`src/design/mist_video_pkg.sv`:
```
//****************************************
// mist video package
// widths, enums and OSD constants shared by
// the video output blocks
//****************************************

package mist_video_pkg;

    // output colour component width
    localparam int VID_W = 6;

    // OSD window size
    localparam int OSD_W = 16;
    localparam int OSD_H = 8;

    // bitmap row index
    localparam int OSD_ROW_W = 3;

    typedef enum logic {
        MODE_RGB   = 1'b0,
        MODE_YPBPR = 1'b1
    } out_mode_e;

    typedef enum logic {
        SYNC_SEPARATE  = 1'b0,
        SYNC_COMPOSITE = 1'b1
    } sync_mode_e;

    // channel identity, also the generate index
    typedef enum logic [1:0] {
        CH_R = 2'd0,
        CH_G = 2'd1,
        CH_B = 2'd2
    } chan_e;

    // OSD foreground, a light green
    localparam logic [VID_W-1:0] OSD_TINT_R = 6'h01;
    localparam logic [VID_W-1:0] OSD_TINT_G = 6'h3f;
    localparam logic [VID_W-1:0] OSD_TINT_B = 6'h01;

endpackage
```
`src/design/mist_video_out.sv`:
```
//****************************************
// mist_video_out
// video output path: OSD window, three
// colour channels and the output encoder
//****************************************

module mist_video_out #(
    parameter int COLORW = 4,
    parameter int OSD_X  = 8,
    parameter int OSD_Y  = 4
) (
    input  logic                                 clk_sys,
    input  logic                                 rst_i,
    // game pixels
    input  logic                                 in_valid_i,
    output logic                                 in_ready_o,
    input  logic [COLORW-1:0]                    in_r_i,
    input  logic [COLORW-1:0]                    in_g_i,
    input  logic [COLORW-1:0]                    in_b_i,
    input  logic                                 in_hs_i,
    input  logic                                 in_vs_i,
    // quasi-static control
    input  mist_video_pkg::out_mode_e            out_mode_i,
    input  logic                                 csync_i,
    input  logic                                 osd_enable_i,
    // OSD bitmap write
    input  logic                                 osd_wr_i,
    input  logic [mist_video_pkg::OSD_ROW_W-1:0] osd_row_i,
    input  logic [mist_video_pkg::OSD_W-1:0]     osd_bits_i,
    // video out
    output logic                                 out_valid_o,
    input  logic                                 out_ready_i,
    output logic [mist_video_pkg::VID_W-1:0]     out_r_o,
    output logic [mist_video_pkg::VID_W-1:0]     out_g_o,
    output logic [mist_video_pkg::VID_W-1:0]     out_b_o,
    output logic                                 out_hs_o,
    output logic                                 out_vs_o
);

    localparam int VW   = mist_video_pkg::VID_W;
    localparam int N_CH = int'(mist_video_pkg::CH_B) + 1;

    logic              w_valid;
    logic              w_hs;
    logic              w_vs;
    logic              w_hit;
    logic              w_osd_bit;
    logic [COLORW-1:0] w_comp [N_CH];
    logic [VW-1:0]     c_comp [N_CH];
    logic              c_valid_q;
    logic              c_hs_q;
    logic              c_vs_q;
    logic              c_ready;
    logic              c_load;
    logic              e_ready;

    osd_window #(
        .COLORW (COLORW),
        .OSD_X  (OSD_X),
        .OSD_Y  (OSD_Y)
    ) i_osd_window (
        .clk_sys      (clk_sys),
        .rst_i        (rst_i),
        .in_valid_i   (in_valid_i),
        .in_ready_o   (in_ready_o),
        .in_r_i       (in_r_i),
        .in_g_i       (in_g_i),
        .in_b_i       (in_b_i),
        .in_hs_i      (in_hs_i),
        .in_vs_i      (in_vs_i),
        .osd_enable_i (osd_enable_i),
        .osd_wr_i     (osd_wr_i),
        .osd_row_i    (osd_row_i),
        .osd_bits_i   (osd_bits_i),
        .w_valid_o    (w_valid),
        .w_ready_i    (c_ready),
        .w_r_o        (w_comp[mist_video_pkg::CH_R]),
        .w_g_o        (w_comp[mist_video_pkg::CH_G]),
        .w_b_o        (w_comp[mist_video_pkg::CH_B]),
        .w_hs_o       (w_hs),
        .w_vs_o       (w_vs),
        .hit_o        (w_hit),
        .osd_bit_o    (w_osd_bit)
    );

    // the channels advance together on one enable
    assign c_ready = !c_valid_q || e_ready;
    assign c_load  = w_valid && c_ready;

    always_ff @(posedge clk_sys) begin
        if (rst_i) begin
            c_valid_q <= 1'b0;
        end else if (c_ready) begin
            c_valid_q <= w_valid;
        end
    end

    // syncs ride alongside the channel registers
    always_ff @(posedge clk_sys) begin
        if (c_load) begin
            c_hs_q <= w_hs;
            c_vs_q <= w_vs;
        end
    end

    for (genvar ch = 0; ch < N_CH; ch++) begin : g_chan
        localparam logic [VW-1:0] TINT =
            (ch == int'(mist_video_pkg::CH_R)) ? mist_video_pkg::OSD_TINT_R :
            (ch == int'(mist_video_pkg::CH_G)) ? mist_video_pkg::OSD_TINT_G :
                                                 mist_video_pkg::OSD_TINT_B;

        osd_channel #(
            .COLORW (COLORW),
            .TINT   (TINT)
        ) i_osd_channel (
            .clk_sys   (clk_sys),
            .rst_i     (rst_i),
            .load_i    (c_load),
            .comp_i    (w_comp[ch]),
            .hit_i     (w_hit),
            .osd_bit_i (w_osd_bit),
            .comp_o    (c_comp[ch])
        );
    end

    video_encoder i_video_encoder (
        .clk_sys     (clk_sys),
        .rst_i       (rst_i),
        .c_valid_i   (c_valid_q),
        .c_ready_o   (e_ready),
        .c_r_i       (c_comp[mist_video_pkg::CH_R]),
        .c_g_i       (c_comp[mist_video_pkg::CH_G]),
        .c_b_i       (c_comp[mist_video_pkg::CH_B]),
        .c_hs_i      (c_hs_q),
        .c_vs_i      (c_vs_q),
        .out_mode_i  (out_mode_i),
        .csync_i     (csync_i),
        .out_valid_o (out_valid_o),
        .out_ready_i (out_ready_i),
        .out_r_o     (out_r_o),
        .out_g_o     (out_g_o),
        .out_b_o     (out_b_o),
        .out_hs_o    (out_hs_o),
        .out_vs_o    (out_vs_o)
    );

endmodule

```
`src/design/video_encoder.sv`:
```
//****************************************
// video_encoder
// optional RGB to YPbPr conversion, sync
// formatting and the output register
//****************************************

module video_encoder (
    input  logic                              clk_sys,
    input  logic                              rst_i,
    // channel stage
    input  logic                              c_valid_i,
    output logic                              c_ready_o,
    input  logic [mist_video_pkg::VID_W-1:0]  c_r_i,
    input  logic [mist_video_pkg::VID_W-1:0]  c_g_i,
    input  logic [mist_video_pkg::VID_W-1:0]  c_b_i,
    input  logic                              c_hs_i,
    input  logic                              c_vs_i,
    // control
    input  mist_video_pkg::out_mode_e         out_mode_i,
    input  logic                              csync_i,
    // video out
    output logic                              out_valid_o,
    input  logic                              out_ready_i,
    output logic [mist_video_pkg::VID_W-1:0]  out_r_o,
    output logic [mist_video_pkg::VID_W-1:0]  out_g_o,
    output logic [mist_video_pkg::VID_W-1:0]  out_b_o,
    output logic                              out_hs_o,
    output logic                              out_vs_o
);

    localparam int VW = mist_video_pkg::VID_W;

    logic                       out_valid_q;
    logic                       load;
    logic [8:0]                 y_sum;
    logic [VW-1:0]              y_val;
    logic signed [7:0]          b_diff;
    logic signed [7:0]          r_diff;
    logic signed [7:0]          pb_raw;
    logic signed [7:0]          pr_raw;
    logic [VW-1:0]              pb_val;
    logic [VW-1:0]              pr_val;
    mist_video_pkg::sync_mode_e sync_mode;
    logic [VW-1:0]              r_nxt;
    logic [VW-1:0]              g_nxt;
    logic [VW-1:0]              b_nxt;
    logic                       hs_nxt;
    logic                       vs_nxt;

    // limit a signed value to the 6-bit range
    function automatic logic [VW-1:0] clamp6(input logic signed [7:0] v);
        logic [VW-1:0] res;
        if (v < 0) begin
            res = '0;
        end else if (v > 8'sd63) begin
            res = '1;
        end else begin
            res = v[VW-1:0];
        end
        return res;
    endfunction

    assign c_ready_o   = !out_valid_q || out_ready_i;
    assign load        = c_valid_i && c_ready_o;
    assign out_valid_o = out_valid_q;

    // Y = (2R + 5G + B) / 8
    assign y_sum = 9'({c_r_i, 1'b0}) + 9'(c_g_i) * 9'd5 + 9'(c_b_i);
    assign y_val = y_sum[8:3];

    // colour differences around mid scale
    assign b_diff = $signed({2'b00, c_b_i}) - $signed({2'b00, y_val});
    assign r_diff = $signed({2'b00, c_r_i}) - $signed({2'b00, y_val});
    assign pb_raw = 8'sd32 + (b_diff >>> 1);
    assign pr_raw = 8'sd32 + (r_diff >>> 1);
    assign pb_val = clamp6(pb_raw);
    assign pr_val = clamp6(pr_raw);

    // a SCART cable wants csync on hs and a high vs
    assign sync_mode = (out_mode_i == mist_video_pkg::MODE_YPBPR || csync_i) ?
                       mist_video_pkg::SYNC_COMPOSITE : mist_video_pkg::SYNC_SEPARATE;

    always_comb begin
        if (out_mode_i == mist_video_pkg::MODE_YPBPR) begin
            r_nxt = pr_val;
            g_nxt = y_val;
            b_nxt = pb_val;
        end else begin
            r_nxt = c_r_i;
            g_nxt = c_g_i;
            b_nxt = c_b_i;
        end
        if (sync_mode == mist_video_pkg::SYNC_COMPOSITE) begin
            hs_nxt = ~(c_hs_i ^ c_vs_i);
            vs_nxt = 1'b1;
        end else begin
            hs_nxt = c_hs_i;
            vs_nxt = c_vs_i;
        end
    end

    always_ff @(posedge clk_sys) begin
        if (rst_i) begin
            out_valid_q <= 1'b0;
        end else if (c_ready_o) begin
            out_valid_q <= c_valid_i;
        end
    end

    // output holds while the sink stalls
    always_ff @(posedge clk_sys) begin
        if (load) begin
            out_r_o  <= r_nxt;
            out_g_o  <= g_nxt;
            out_b_o  <= b_nxt;
            out_hs_o <= hs_nxt;
            out_vs_o <= vs_nxt;
        end
    end

endmodule

```
`src/design/osd_channel.sv`:
```
//****************************************
// osd_channel
// widens one colour component to 6 bits and
// applies the OSD overlay
//****************************************

module osd_channel #(
    parameter int                                COLORW = 4,
    parameter logic [mist_video_pkg::VID_W-1:0] TINT   = 6'h3f
) (
    input  logic                             clk_sys,
    input  logic                             rst_i,
    input  logic                             load_i,
    input  logic [COLORW-1:0]                comp_i,
    input  logic                             hit_i,
    input  logic                             osd_bit_i,
    output logic [mist_video_pkg::VID_W-1:0] comp_o
);

    localparam int VW = mist_video_pkg::VID_W;

    logic [2*COLORW-1:0] rep;
    logic [VW-1:0]       wide;
    logic [VW-1:0]       mixed;

    // top bits repeat into the low end; wide inputs lose their low bits
    assign rep  = {comp_i, comp_i};
    assign wide = rep[2*COLORW-1 -: VW];

    always_comb begin
        if (hit_i && osd_bit_i) begin
            mixed = TINT;
        end else if (hit_i) begin
            // darken the game behind the OSD
            mixed = wide >> 1;
        end else begin
            mixed = wide;
        end
    end

    always_ff @(posedge clk_sys) begin
        if (rst_i) begin
            comp_o <= '0;
        end else if (load_i) begin
            comp_o <= mixed;
        end
    end

endmodule

```
`src/design/osd_window.sv`:
```
//****************************************
// osd_window
// pixel ingress stage, screen position
// tracking, OSD bitmap and window hit test
//****************************************

module osd_window #(
    parameter int COLORW = 4,
    parameter int OSD_X  = 8,
    parameter int OSD_Y  = 4
) (
    input  logic                                 clk_sys,
    input  logic                                 rst_i,
    // pixel stream from the core
    input  logic                                 in_valid_i,
    output logic                                 in_ready_o,
    input  logic [COLORW-1:0]                    in_r_i,
    input  logic [COLORW-1:0]                    in_g_i,
    input  logic [COLORW-1:0]                    in_b_i,
    input  logic                                 in_hs_i,
    input  logic                                 in_vs_i,
    // OSD control and bitmap load
    input  logic                                 osd_enable_i,
    input  logic                                 osd_wr_i,
    input  logic [mist_video_pkg::OSD_ROW_W-1:0] osd_row_i,
    input  logic [mist_video_pkg::OSD_W-1:0]     osd_bits_i,
    // window stage towards the channels
    output logic                                 w_valid_o,
    input  logic                                 w_ready_i,
    output logic [COLORW-1:0]                    w_r_o,
    output logic [COLORW-1:0]                    w_g_o,
    output logic [COLORW-1:0]                    w_b_o,
    output logic                                 w_hs_o,
    output logic                                 w_vs_o,
    output logic                                 hit_o,
    output logic                                 osd_bit_o
);

    // position counter widths, enough for common arcade timings
    localparam int X_W   = 11;
    localparam int Y_W   = 10;
    localparam int COL_W = $clog2(mist_video_pkg::OSD_W);

    logic                             w_valid_q;
    logic                             accept;
    logic [X_W-1:0]                   x_q;
    logic [Y_W-1:0]                   y_q;
    logic [X_W-1:0]                   dx;
    logic [Y_W-1:0]                   dy;
    logic                             in_x;
    logic                             in_y;
    logic                             hit;
    logic [mist_video_pkg::OSD_W-1:0] bitmap_q [mist_video_pkg::OSD_H];
    logic [mist_video_pkg::OSD_W-1:0] row_bits;

    // stage loads when empty or when its pixel leaves this cycle
    assign in_ready_o = !w_valid_q || w_ready_i;
    assign accept     = in_valid_i && in_ready_o;
    assign w_valid_o  = w_valid_q;

    // offset of the entering pixel inside the window
    assign dx = x_q - X_W'(OSD_X);
    assign dy = y_q - Y_W'(OSD_Y);

    assign in_x = (x_q >= X_W'(OSD_X)) && (x_q < X_W'(OSD_X + mist_video_pkg::OSD_W));
    assign in_y = (y_q >= Y_W'(OSD_Y)) && (y_q < Y_W'(OSD_Y + mist_video_pkg::OSD_H));
    assign hit  = osd_enable_i && in_x && in_y;

    assign row_bits = bitmap_q[dy[mist_video_pkg::OSD_ROW_W-1:0]];

    // bitmap write port, read by the next entering pixel
    always_ff @(posedge clk_sys) begin
        if (osd_wr_i) begin
            bitmap_q[osd_row_i] <= osd_bits_i;
        end
    end

    always_ff @(posedge clk_sys) begin
        if (rst_i) begin
            w_valid_q <= 1'b0;
        end else if (in_ready_o) begin
            w_valid_q <= in_valid_i;
        end
    end

    // x and y follow accepted pixels, saturating off screen
    always_ff @(posedge clk_sys) begin
        if (rst_i) begin
            x_q <= '0;
            y_q <= '0;
        end else if (accept) begin
            if (in_hs_i) begin
                x_q <= '0;
            end else if (x_q != '1) begin
                x_q <= x_q + 1'b1;
            end
            // vs wins over a line step
            if (in_vs_i) begin
                y_q <= '0;
            end else if (in_hs_i && y_q != '1) begin
                y_q <= y_q + 1'b1;
            end
        end
    end

    always_ff @(posedge clk_sys) begin
        if (accept) begin
            w_r_o     <= in_r_i;
            w_g_o     <= in_g_i;
            w_b_o     <= in_b_i;
            w_hs_o    <= in_hs_i;
            w_vs_o    <= in_vs_i;
            hit_o     <= hit;
            osd_bit_o <= hit && row_bits[dx[COL_W-1:0]];
        end
    end

endmodule

```
`config.mk`:
```
export PLATFORM = sky130hd
export DESIGN_NAME = mist_video_out
export DESIGN_NICKNAME = d
export VERILOG_FILES = /design/src/design/mist_video_pkg.sv /design/src/design/mist_video_out.sv /design/src/design/video_encoder.sv /design/src/design/osd_channel.sv /design/src/design/osd_window.sv
export SDC_FILE = /design/constraint.sdc
export NUM_CORES = 1
export LEC_CHECK = 0
export ABC_AREA = 1
export BUFFER_PORTS_ARGS = -buffer_cell sky130_fd_sc_hd__buf_2
export CELL_PAD_IN_SITES_DETAIL_PLACEMENT = 1
export CELL_PAD_IN_SITES_GLOBAL_PLACEMENT = 2
export CORE_MARGIN = 2
export CORE_UTILIZATION = 35
export DETAILED_ROUTE_END_ITERATION = 7
export GPL_TIMING_DRIVEN = 0
export PLACE_DENSITY = 0.8
export SLEW_MARGIN = 40
export SYNTH_ARGS = -nofsm -noshare
export SYNTH_HDL_FRONTEND = slang
export SYNTH_SLANG_ARGS = --single-unit
```
`constraint.sdc`:
```
create_clock -name clk_sys -period 4 [get_ports clk_sys]
set_clock_uncertainty 0.05 [all_clocks]
set_input_delay 0.2 -clock clk_sys [delete_from_list [all_inputs] [get_ports clk_sys]]
set_output_delay 0.2 -clock clk_sys [all_outputs]
set_load 0.01 [all_outputs]
```
==> results of run 1 <==
==> metrics by stage <==
stage               instances  instance area, um^2
floorplan                1030                 9900
global placement         1470                10700
detailed placement       1477                10900
CTS                      1558                12100
global route             1562                12200
finish                   1562                12200
==> sequential cells by signal (all words and copies together) (netlist names), 4 cells and up <==
| signal | cells |
|---|---|
| i_osd_window.w_r_o | 4 |
| i_video_encoder.out_b_o | 6 |
| i_osd_window.bitmap_q | 128 |
| i_osd_window.w_b_o | 4 |
| i_video_encoder.out_g_o | 6 |
| i_osd_window.y_q | 10 |
| g_chan.i_osd_channel.comp_o | 17 |
| i_osd_window.x_q | 11 |
| i_video_encoder.out_r_o | 6 |
| i_osd_window.w_g_o | 4 |
==> worst max path at each step <==
stage / start / end / slack [ns] / cells past startpoint
2_1_floorplan: g_chan[1].i_osd_channel.comp_o[4]$_SDFFE_PP0P_ / i_video_encoder.out_b_o[4]$_DFFE_PP_ / 0.20 / 21
3_3_place_gp: g_chan[1].i_osd_channel.comp_o[4]$_SDFFE_PP0P_ / i_video_encoder.out_r_o[4]$_DFFE_PP_ / -0.38 / 20
3_5_place_dp: g_chan[1].i_osd_channel.comp_o[4]$_SDFFE_PP0P_ / i_video_encoder.out_r_o[4]$_DFFE_PP_ / -0.40 / 20
4_1_cts: g_chan[1].i_osd_channel.comp_o[4]$_SDFFE_PP0P_ / i_video_encoder.out_b_o[4]$_DFFE_PP_ / 0.04 / 20
5_1_grt: g_chan[1].i_osd_channel.comp_o[4]$_SDFFE_PP0P_ / i_video_encoder.out_b_o[4]$_DFFE_PP_ / -0.03 / 21
6_report: g_chan[1].i_osd_channel.comp_o[4]$_SDFFE_PP0P_ / i_video_encoder.out_r_o[4]$_DFFE_PP_ / 0.13 / 20
==> cell families after synthesis <==
| kind of cell | count (synthesis) |
|---|---|
| AND/OR/NAND/NOR | 485 |
| AO/OA/AOI/OAI | 98 |
| buffers and inverters | 190 |
| XOR/XNOR | 15 |
| adder cells (fa/ha/maj) | 33 |
| multiplexers | 2 |
| flip-flops | 207 |
==> cells in the mapped netlist (all sizes together) <==
cell type  instances
fa                 9
a21boi             4
nand4              9
a31oi              6
o21a               1
or2                5
edfxtp           166
nor4               3
nor3               6
clkinv             1
a211oi             4
nand3b             2
a21oi             39
inv              153
o22ai              3
o21ai             31
ha                24
a21o               3
a22oi              5
o211a              1
mux2i              2
xor2              15
a311oi             1
nor2              45
nand3            134
dfxtp             41
buf               26
clkbuf            10
nand2            279
and3               2
==> cell usage in the layout, fill, tap and decap left out, types with 25 or more instances in the layout <==
cell type | synthesis | final
dlygate4sd3_1 | 0 | 35
nand3_1 | 134 | 133
dfxtp_1 | 41 | 37
inv_1 | 148 | 148
nand2_1 | 277 | 277
clkbuf_16 | 0 | 25
buf_2 | 15 | 77
nor2_1 | 42 | 34
edfxtp_1 | 166 | 166
a21oi_1 | 37 | 34
o21ai_0 | 28 | 26
==> what timing repair did <==
| item | 4_1_cts | 5_1_grt |
|---|---|---|
| gates cloned | 0 | 0 |
| hold buffers | 35 | 0 |
| hold endpoints to repair | 147 | 0 |
| setup endpoints to repair | 8 | 4 |
| gates resized for setup | 16 | 8 |
| setup buffers | 2 | 4 |
| pin swaps | 3 | 4 |
==> power by group through the flow <==
| stage | Sequential [mW] | Combinational, mW | Clock, mW |
|---|---|---|---|
| after floorplan | 2.50 | 0.474 | 0 |
| after detailed placement | 2.50 | 0.736 | 0 |
| final | 2.46 | 0.833 | 2.25 |
| after global placement | 2.50 | 0.699 | 0 |
| after global routing | 2.47 | 0.943 | 2.38 |
| after CTS | 2.46 | 0.812 | 2.31 |
==> metal layers <==
| metal | vias up | wire, um | share of wire | GRT usage |
|---|---|---|---|---|
| met5 | - | 0 | 0 | 0 |
| met4 | 0 | 626 | 0.023 | 0.0512 |
| met3 | 41 | 908 | 0.033 | 0.0231 |
| met2 | 120 | 13900 | 0.50 | 0.347 |
| met1 | 3705 | 12300 | 0.44 | 0.248 |
| li1 | 3698 | - | - | - |
==> critical path, stage by stage, from the launching register on <==
cell and delay, ns:
dfxtp_4 0.37, ha_4 0.25, fa_1 0.51, inv_1 0.06, fa_1 0.50, inv_1 0.06, ha_4 0.29, nand2_1 0.05
inv_1 0.07, nand2_1 0.07, nand3_2 0.12, xor2_4 0.24, ha_4 0.25, a21oi_1 0.12, o21ai_1 0.12, a21oi_2 0.16
nand2_1 0.08, nand2_1 0.07, nand2_1 0.05, nand3_1 0.06, nand2_1 0.05
==> cell type report <==
type                       count  area (um^2)
fill                        3176        15700
sequential                   207         5820
multi-input combinational    633         3490
timing repair buffer         110          823
clock buffer                  25          626
inverter                     154          589
tap                          378          473
buffer                        36          203
clock inverter                19          189
==> reports/qor.yml, run 1 <==
status:
  outcome: "finished clean"
detailed_routing:
  vias: 7564
  routedWlPerCell_um: 17.7
  dr.pass1.iters: 5
  wirelength_um: 27700
  vias_per_cell: 4.84
  drt_iter0_drc: 489
  route.detailed.drc: 0
  antenna_left: 0
synthesis:
  synth_xor_area_frac: 0.0133
  muxShareOfSynthArea: 0.00202
  synth_cell_types: 47
  synth_top_family_by_area: "simple AND/OR/NAND/NOR gates"
  yosysTopAreaCell: "edfxtp_1"
  synth_area_mm2: 0.00990
  yosysWarnings: 0
  synth-simple-area-share: 0.211
  syn_inst: 1030
  avgSynthCellArea_um2: 9.61
  yosysSeqAreaShare: 0.586
  synth_seq_cells: 207
  syn-num-nets: 1104
  synth_compound_gate_area_share: 0.0585
  synth.top_cell.area_share: 0.503
  yosys-top-cells-area: "edfxtp_1 (50%), nand2_1 (10%), dfxtp_1 (8.3%)"
  synth_fa_ha_area_frac: 0.0485
power_and_ir_drop:
  power.internal_mw: 4.12
  irDropWorstVdd_mv: 0.395
  totalPowerFinal_mw: 5.55
  switching_share: 0.257
  comb_power_share: 0.150
  p_sw_mw: 1.43
  p_leak_nw: 5.12
  clockPowerShare: 0.406
  power_density_mw_per_mm2: 454
  p_seq_frac: 0.443
final_layout:
  syn2layout_area_growth_pct: 23.3
  drive_gt1_frac: 0.153
  num_antenna_cells: 0
  post-route-util: 0.438
  fin_nets: 1240
setup_path:
  critPathArrivalTime_ns: 4.09
  crit_path_start_kind: "flop"
  r2r-end: "i_video_encoder.out_r_o[4]$_DFFE_PP_"
  regToRegSetupSlack_ns: 0.13
  critPathKind: "reg -> reg"
  rr_worst_depth: 20
  crit_fanout: 5
  required_ns: 4.22
  critPathCaptureType: "flop"
  r2r_start: "g_chan[1].i_osd_channel.comp_o[4]$_SDFFE_PP0P_"
floorplan:
  chipHeight_um: 172
  coreArea_mm2: 0.0279
  ios: 63
  fp-row-count: 61
  start_util: 0.355
  die_x_um: 172
  dieArea_mm2: 0.0297
clocking:
  htree_levels: 1
  clock-sinks: 207
  cts.clk_slew.worst_paths_ns: 0.06
  cts_root_buf: "clkbuf_16"
  cts_buffer_depth: 3
  clk_latency_ns: 0.52
  cts_buffers: 24
  cts_tree: "yes"
timing:
  post-route-min-period_ns: 3.87
  hold_viol_final: 0
  worst_slew_pin_slew_ns: 0.681
  fin_ws_ns: 0.131
  setup_violations: 0
  max_freq_mhz: 258
  period_share: 0.967
  slew_headroom: 0.546
  fin_tns_setup_ns: 0
  maxSlewViolCount: 0
  worst_hold_slack_ns: 0.0793
placement:
  gp_congestion: 0.799
  pre_cts_slack_ns: -0.403
  io_buffers: 62
  dp_hpwl_um: 19600
min_path:
  whs_endpoint: "i_osd_window.x_q[3]$_SDFFE_PP0P_"
  hold_class: "in -> reg"
  hold_depth: 4
  min_from: "rst_i"
grt:
  grt_pass1_wl_um: 43600
  grt_pass1_vias: 7961
  track_usage: 0.193
  grt_max_degree: 20
  antenna_found_initial: 0
  grt_overflow_total: 0
run:
  maxCapViolCount: 0
(Power assumes the default switching activity.)
==> run 2: changes to the inputs <==
CORE_MARGIN = 3   (was 2)
MAX_ROUTING_LAYER = met4   (was not set)
==> run 2 against run 1 <==
  * Register-to-register slack better by 0.02 ns
  * Sequential cell count did not move
  * Clock power is 2% higher
  * First-iteration DRC count is 9.6% lower
  * Largest cell class unchanged
  * Worst hold slack lost 0.017 ns
  * Critical endpoint unchanged
  * Via count up 1.4%
  * Largest power group unchanged
  * Worst setup slack improved by 0.023 ns
==> reports/qor.yml, run 2 (synthesis results as in run 1) <==
timing:
  hold_viol_final: 0  # unchanged
  period_share: 0.961  # -0.00577
  maxSlewViolCount: 0  # unchanged
  post-route-min-period_ns: 3.85  # -0.0231 ns
  max_freq_mhz: 260  # +0.60%
  setup_violations: 0  # unchanged
  worst_hold_slack_ns: 0.0627  # -0.0167 ns
  worst_slew_pin_slew_ns: 0.672  # -0.00921 ns
  slew_headroom: 0.552  # +0.00614
  fin_tns_setup_ns: 0  # unchanged
clocking:
  cts.clk_slew.worst_paths_ns: 0.06  # about the same
  cts_buffers: 24  # unchanged
  clock-sinks: 207  # unchanged
  clk_latency_ns: 0.53  # about the same
  htree_levels: 1  # unchanged
  cts_root_buf: "clkbuf_16"
  cts_tree: "yes"
  cts_buffer_depth: 3  # unchanged
detailed_routing:
  route.detailed.drc: 0  # unchanged
  vias_per_cell: 4.92  # +1.7%
  antenna_left: 0  # unchanged
  vias: 7667  # +1.4%
  wirelength_um: 28200  # +1.7%
  drt_iter0_drc: 442  # -9.6%
  routedWlPerCell_um: 18.1  # +2.0%
  dr.pass1.iters: 5  # unchanged
final_layout:
  fin_nets: 1241  # +0.081%
  register_area_mm2: 0.00581  # about the same
  largest_register_ffs: 128  # unchanged
  num-fill-cells: 3113  # -2.0%
  layout_commonest_cell: "nand2_1"
  mostFrequentLayoutCells: "nand2_1 (277), edfxtp_1 (166), inv_1 (147), nand3_1 (132), buf_2 (77)"
  drive_gt1_frac: 0.159  # +0.00578
  num_antenna_cells: 0  # unchanged
  syn2layout_area_growth_pct: 23.9
  reg.largest.list: "i_osd_window.bitmap_q: 128 flops, g_chan.i_osd_channel.comp_o: 17 flops, i_osd_window.x_q: 11 flops"
  top_register: "i_osd_window.bitmap_q"
  fin_cells: 1557  # -0.32%
  multi_input_area_mm2: 0.00348  # -0.14%
min_path:
  hold_depth: 4  # unchanged
  min_from: "rst_i"
  whs_endpoint: "i_osd_window.x_q[10]$_SDFFE_PP0P_"
  hold_class: "in -> reg"
setup_path:
  r2r_start: "g_chan[1].i_osd_channel.comp_o[4]$_SDFFE_PP0P_"
  rr_worst_depth: 21  # +5.0%
  regToRegSetupSlack_ns: 0.15  # +0.02 ns
  critPathKind: "reg -> reg"
  crit_path_start_kind: "flop"
  r2r-end: "i_video_encoder.out_r_o[4]$_DFFE_PP_"
  critPathArrivalTime_ns: 4.07  # -0.02 ns
  critPathCaptureType: "flop"
  required_ns: 4.22  # about the same
  crit_fanout: 6  # +1
power_and_ir_drop:
  irDropWorstVdd_mv: 0.339  # -14%
  power_density_mw_per_mm2: 456  # +0.36%
  p_leak_nw: 5.16  # +0.75%
floorplan:
  coreArea_mm2: 0.0274  # -1.6%
  chipHeight_um: 174  # +1.2%
  fp-row-count: 60  # -1.6%
  start_util: 0.361  # +0.00592
  ios: 63  # unchanged
  dieArea_mm2: 0.0303  # +2.3%
  die_x_um: 174  # +1.2%
placement:
  gp_congestion: 0.813  # +1.8%
  dp_hpwl_um: 19900  # +1.7%
  io_buffers: 62  # unchanged
  dp_cells: 1473  # -0.27%
grt:
  track_usage: 0.191  # -0.00253
  antenna_found_initial: 0  # unchanged
  use_met2: 0.317  # -0.0298
  grt_pass1_vias: 8023  # +0.78%
  grt_pass1_wl_um: 44300  # +1.6%
  met1_usage: 0.252  # +0.00456
  gr-max-usage-layer: "met2"
  met3_usage: 0.0201  # -0.00302
  grt_overflow_total: 0  # unchanged
  grt_max_degree: 20  # unchanged
status:
  outcome: "finished clean"
run:
  maxCapViolCount: 0  # unchanged
[run 2: power by group]
group	total [mW]	leakage (nW)	switching, mW	internal, mW
sequential	2.46	1.86	0.0393	2.42
clock	2.30	0.411	0.886	1.42
combinational	0.830	2.89	0.513	0.317
[run 2: per-stage QoR]
step / util / cell area, um^2 / power (mW) / setup WS [ns]
2_1_floorplan: - / 9900 / 2.97 / 0.198
3_3_place_gp: 0.390 / 10700 / 3.20 / -0.340
3_5_place_dp: 0.399 / 10900 / 3.24 / -0.365
4_1_cts: 0.445 / 12200 / 5.63 / 0.00320
5_1_grt: 0.448 / 12300 / 5.85 / -0.0496
6_report: 0.448 / 12300 / 5.60 / 0.154
[run 2: critical path, cell delays in order, from the launching register on]
cell and delay (ns):
dfxtp_4 0.37, ha_4 0.25, fa_1 0.50, inv_1 0.05, fa_1 0.49, inv_1 0.06
ha_4 0.28, nand2_1 0.06, inv_2 0.05, nand2_1 0.06, nand3_2 0.08, xor2_2 0.21
buf_4 0.16, ha_4 0.21, a21oi_2 0.17, o21ai_2 0.09, a21oi_2 0.14, nand2_1 0.08
nand2_1 0.06, nand2_1 0.06, nand3_2 0.05, nand2_1 0.05
[run 2: area by class of cell]
| type | count | share of cell area |
|---|---|---|
| multi-input cells | 633 | 0.284 |
| plain buffers | 36 | 0.0165 |
| well taps | 372 | 0.0379 |
| repair buffers | 111 | 0.0718 |
| clock inverters | 14 | 0.0150 |
| flip-flops and latches | 207 | 0.474 |
| inverters | 154 | 0.0480 |
| clock buffers | 30 | 0.0532 |
[run 2: worst max-delay path by stage]
stage | start | to | slack (ns) | depth (start not counted)
final | g_chan[1].i_osd_channel.comp_o[4]$_SDFFE_PP0P_ | i_video_encoder.out_r_o[4]$_DFFE_PP_ | 0.15 | 21
after global routing | g_chan[1].i_osd_channel.comp_o[4]$_SDFFE_PP0P_ | i_video_encoder.out_r_o[4]$_DFFE_PP_ | -0.05 | 21
after global placement | g_chan[1].i_osd_channel.comp_o[4]$_SDFFE_PP0P_ | i_video_encoder.out_b_o[4]$_DFFE_PP_ | -0.34 | 18
after CTS | g_chan[1].i_osd_channel.comp_o[3]$_SDFFE_PP0P_ | i_video_encoder.out_r_o[3]$_DFFE_PP_ | 0.003 | 16
after floorplan | g_chan[1].i_osd_channel.comp_o[4]$_SDFFE_PP0P_ | i_video_encoder.out_b_o[4]$_DFFE_PP_ | 0.20 | 21
after detailed placement | g_chan[1].i_osd_channel.comp_o[4]$_SDFFE_PP0P_ | i_video_encoder.out_b_o[4]$_DFFE_PP_ | -0.37 | 18
[run 2: repair_timing]
| action | CTS | global route |
|---|---|---|
| pin swaps | 2 | 5 |
| resized for setup | 14 | 9 |
| setup buffers | 2 | 4 |
| endpoints found under the setup margin | 8 | 7 |
| hold endpoints to repair | 149 | 0 |
| hold buffers | 34 | 0 |
[run 2: routing by layer]
| metal | vias to the layer above | share of wire | wire length [um] |
|---|---|---|---|
| li1 | 3706 | - | - |
| met1 | 3779 | 0.47 | 13200 |
| met2 | 140 | 0.48 | 13500 |
| met3 | 42 | 0.034 | 966 |
| met4 | 0 | 0.020 | 557 |
| met5 | - | 0 | 0 |
==> run 3: changes to the inputs <==
--- a/config.mk
+++ b/config.mk
@@ -8,3 +8,2 @@
 export ABC_AREA = 1
-export BUFFER_PORTS_ARGS = -buffer_cell sky130_fd_sc_hd__buf_2
 export CELL_PAD_IN_SITES_DETAIL_PLACEMENT = 1
@@ -12,7 +11,8 @@
 export CORE_MARGIN = 3
-export CORE_UTILIZATION = 35
+export CORE_UTILIZATION = 37
 export DETAILED_ROUTE_END_ITERATION = 7
+export DONT_BUFFER_PORTS = 1
 export GPL_TIMING_DRIVEN = 0
 export MAX_ROUTING_LAYER = met4
-export PLACE_DENSITY = 0.8
+export PLACE_DENSITY = 0.81
 export SLEW_MARGIN = 40
==> constraint.sdc (replaced) <==
create_clock -name clk_sys -period 4 [get_ports clk_sys]
set_clock_uncertainty 0.05 [all_clocks]
set_input_delay 0.8 -clock clk_sys [delete_from_list [all_inputs] [get_ports clk_sys]]
set_output_delay 0.8 -clock clk_sys [all_outputs]
set_load 0.01 [all_outputs]
==> run 3 against run 2 <==
  * Wire length down 2.5%
  * Clock power down 10%
  * Register-to-register slack about the same
  * Largest power group unchanged
  * Worst hold slack better by 0.25 ns
  * Clock-buffer cell count up 3
  * First-iteration DRC count up 5.0%
==> reports/qor.yml, run 3 (synthesis results as in run 1) <==
final_layout:
  post-route-util: 0.440  # -0.00828
  syn2layout_area_growth_pct: 16.3
  fin_nets: 1143  # -7.9%
  drive_gt1_frac: 0.109  # -0.0500
  fin_cells: 1422  # -8.7%
  largest_register_ffs: 128  # unchanged
  layout_commonest_cell: "nand2_1"
  mostFrequentLayoutCells: "nand2_1 (277), edfxtp_1 (166), inv_1 (148), nand3_1 (133), dfxtp_1 (37)"
  reg.largest.list: "i_osd_window.bitmap_q: 128 flops, g_chan.i_osd_channel.comp_o: 17 flops, i_osd_window.x_q: 11 flops"
  top_register: "i_osd_window.bitmap_q"
clocking:
  clock-sinks: 207  # unchanged
  cts_buffer_depth: 3  # unchanged
  hold_buffers: 0  # -100%
  htree_levels: 1  # unchanged
  cts_buffers: 24  # unchanged
  cts_root_buf: "clkbuf_16"
  clk_latency_ns: 0.53  # about the same
  cts_tree: "yes"
  cts.clk_slew.worst_paths_ns: 0.06  # about the same
power_and_ir_drop:
  switching_share: 0.260  # +0.00333
  power_density_mw_per_mm2: 459  # +0.71%
  p_sw_mw: 1.38  # -4.2%
  clockPowerShare: 0.389  # -0.023
  p_seq_frac: 0.467  # +0.027
  irDropWorstVdd_mv: 0.345  # +1.7%
  totalPowerFinal_mw: 5.29  # -5.5%
  power.internal_mw: 3.91  # -5.9%
  p_leak_nw: 4.73  # -8.3%
  comb_power_share: 0.144  # -0.004
grt:
  grt_pass1_vias: 7867  # -1.9%
  grt_overflow_total: 0  # unchanged
  track_usage: 0.200  # +0.00910
  antenna_found_initial: 1  # +1
  grt_pass1_wl_um: 43700  # -1.4%
  grt_max_degree: 20  # unchanged
setup_path:
  required_ns: 4.22  # about the same
  critPathKind: "reg -> reg"
  crit_path_start_kind: "flop"
  crit_fanout: 6  # unchanged
  critPathCaptureType: "flop"
  critPathArrivalTime_ns: 4.06  # about the same
min_path:
  hold_class: "in -> reg"
detailed_routing:
  vias: 7254  # -5.4%
  route.detailed.drc: 0  # unchanged
  drt_iter0_drc: 464  # +5.0%
  vias_per_cell: 5.10  # +3.6%
  routedWlPerCell_um: 19.3  # +6.7%
  wirelength_um: 27500  # -2.5%
  antenna_left: 0  # unchanged
  dr.pass1.iters: 5  # unchanged
floorplan:
  fp-row-count: 59  # -1.7%
  chipHeight_um: 170  # -2.6%
  start_util: 0.378  # +0.0165
  die_x_um: 170  # -2.6%
  dieArea_mm2: 0.0288  # -5.2%
  ios: 63  # unchanged
  coreArea_mm2: 0.0262  # -4.4%
placement:
  gp_congestion: 0.832  # +2.3%
  dp_hpwl_um: 19700  # -0.92%
  io_buffers: 0  # -100%
  dp_cells: 1374  # -6.7%
timing:
  max_freq_mhz: 261  # +0.19%
  slew_headroom: 0.531  # -0.0208
  fin_tns_setup_ns: 0  # unchanged
  hold_viol_final: 0  # unchanged
  setup_violations: 0  # unchanged
  post-route-min-period_ns: 3.84  # -0.00739 ns
  worst_hold_slack_ns: 0.316  # +0.253 ns
  maxSlewViolCount: 0  # unchanged
  worst_slew_pin_slew_ns: 0.703  # +0.0312 ns
  period_share: 0.960  # -0.00185
run:
  maxCapViolCount: 0  # unchanged
status:
  outcome: "finished clean"
## run 3: cell types whose count changed in the layout (fill, tap and decap cells not counted), sizes merged, moves of 2 or more
cell	delta
inv	-2
buf	-64
dlygate4sd3	-34
clkbuf	+3
bufinv	-3
## run 3: layout make-up
| class | instances | area (um^2) |
|---|---|---|
| Antenna cell | 1 | 2.50 |
| Buffer | 36 | 203 |
| Clock inverter | 10 | 82.6 |
| Tap cell | 335 | 419 |
| Fill cell | 2889 | 14700 |
| Multi-Input combinational cell | 633 | 3500 |
| Clock buffer | 33 | 654 |
| Inverter | 154 | 589 |
| Sequential cell | 207 | 5820 |
| Timing Repair Buffer | 13 | 253 |
## run 3: worst paths after layout
kind	startpoint	depth (start not counted)	end	slack [ns]
setup / recovery	g_chan[1].i_osd_channel.comp_o[4]$_SDFFE_PP0P_	20	i_video_encoder.out_r_o[4]$_DFFE_PP_	0.16
hold / removal	in_g_i[1]	0	i_osd_window.w_g_o[1]$_DFFE_PP_	0.32
setup reg to reg	g_chan[1].i_osd_channel.comp_o[4]$_SDFFE_PP0P_	20	i_video_encoder.out_r_o[4]$_DFFE_PP_	0.16
hold reg to reg	i_osd_window.w_hs_o$_DFFE_PP_	0	c_hs_q$_DFFE_PP_	0.39
## run 3: timing repair
item	4_1_cts	5_1_grt
pin swaps	3	5
setup buffers	0	4
gates cloned	0	0
gates resized for setup	16	8
endpoints found under the setup margin	8	2
## run 3: stage by stage
step / instance area, um^2 / worst slack [ns]
after floorplan: 9900 / 0.198
after global placement: 10300 / -0.356
after detailed placement: 10600 / -0.402
after CTS: 11400 / 0.0552
after global routing: 11500 / -0.0690
final: 11500 / 0.162
## run 3: critical path: stages (launching register included)
cell,delay [ns]
dfxtp_4,0.37
ha_4,0.25
fa_1,0.50
inv_1,0.06
fa_1,0.49
inv_1,0.06
ha_4,0.29
nand2_1,0.05
inv_1,0.08
nand2_1,0.09
nand3_2,0.12
xor2_4,0.23
ha_4,0.25
a21oi_2,0.13
o21ai_2,0.09
a21oi_1,0.17
nand2_1,0.09
nand2_1,0.06
nand2_1,0.05
nand3_1,0.06
nand2_1,0.05
## run 3: power groups by stage
| stage | clock network, mW | registers (mW) | logic (mW) |
|---|---|---|---|
| after floorplan | 0 | 2.50 | 0.474 |
| after global placement | 0 | 2.51 | 0.639 |
| after detailed placement | 0 | 2.52 | 0.680 |
| after CTS | 2.10 | 2.47 | 0.718 |
| after global routing | 2.20 | 2.48 | 0.859 |
| final | 2.06 | 2.47 | 0.761 |
## run 3: routing by layer
layer	vias up	GRT usage	wire length, um
met4	0	0.0466	595
met2	143	0.339	13700
met5	-	-	0
met3	35	0.0312	1240
li1	3502	-	-
met1	3574	0.254	11900
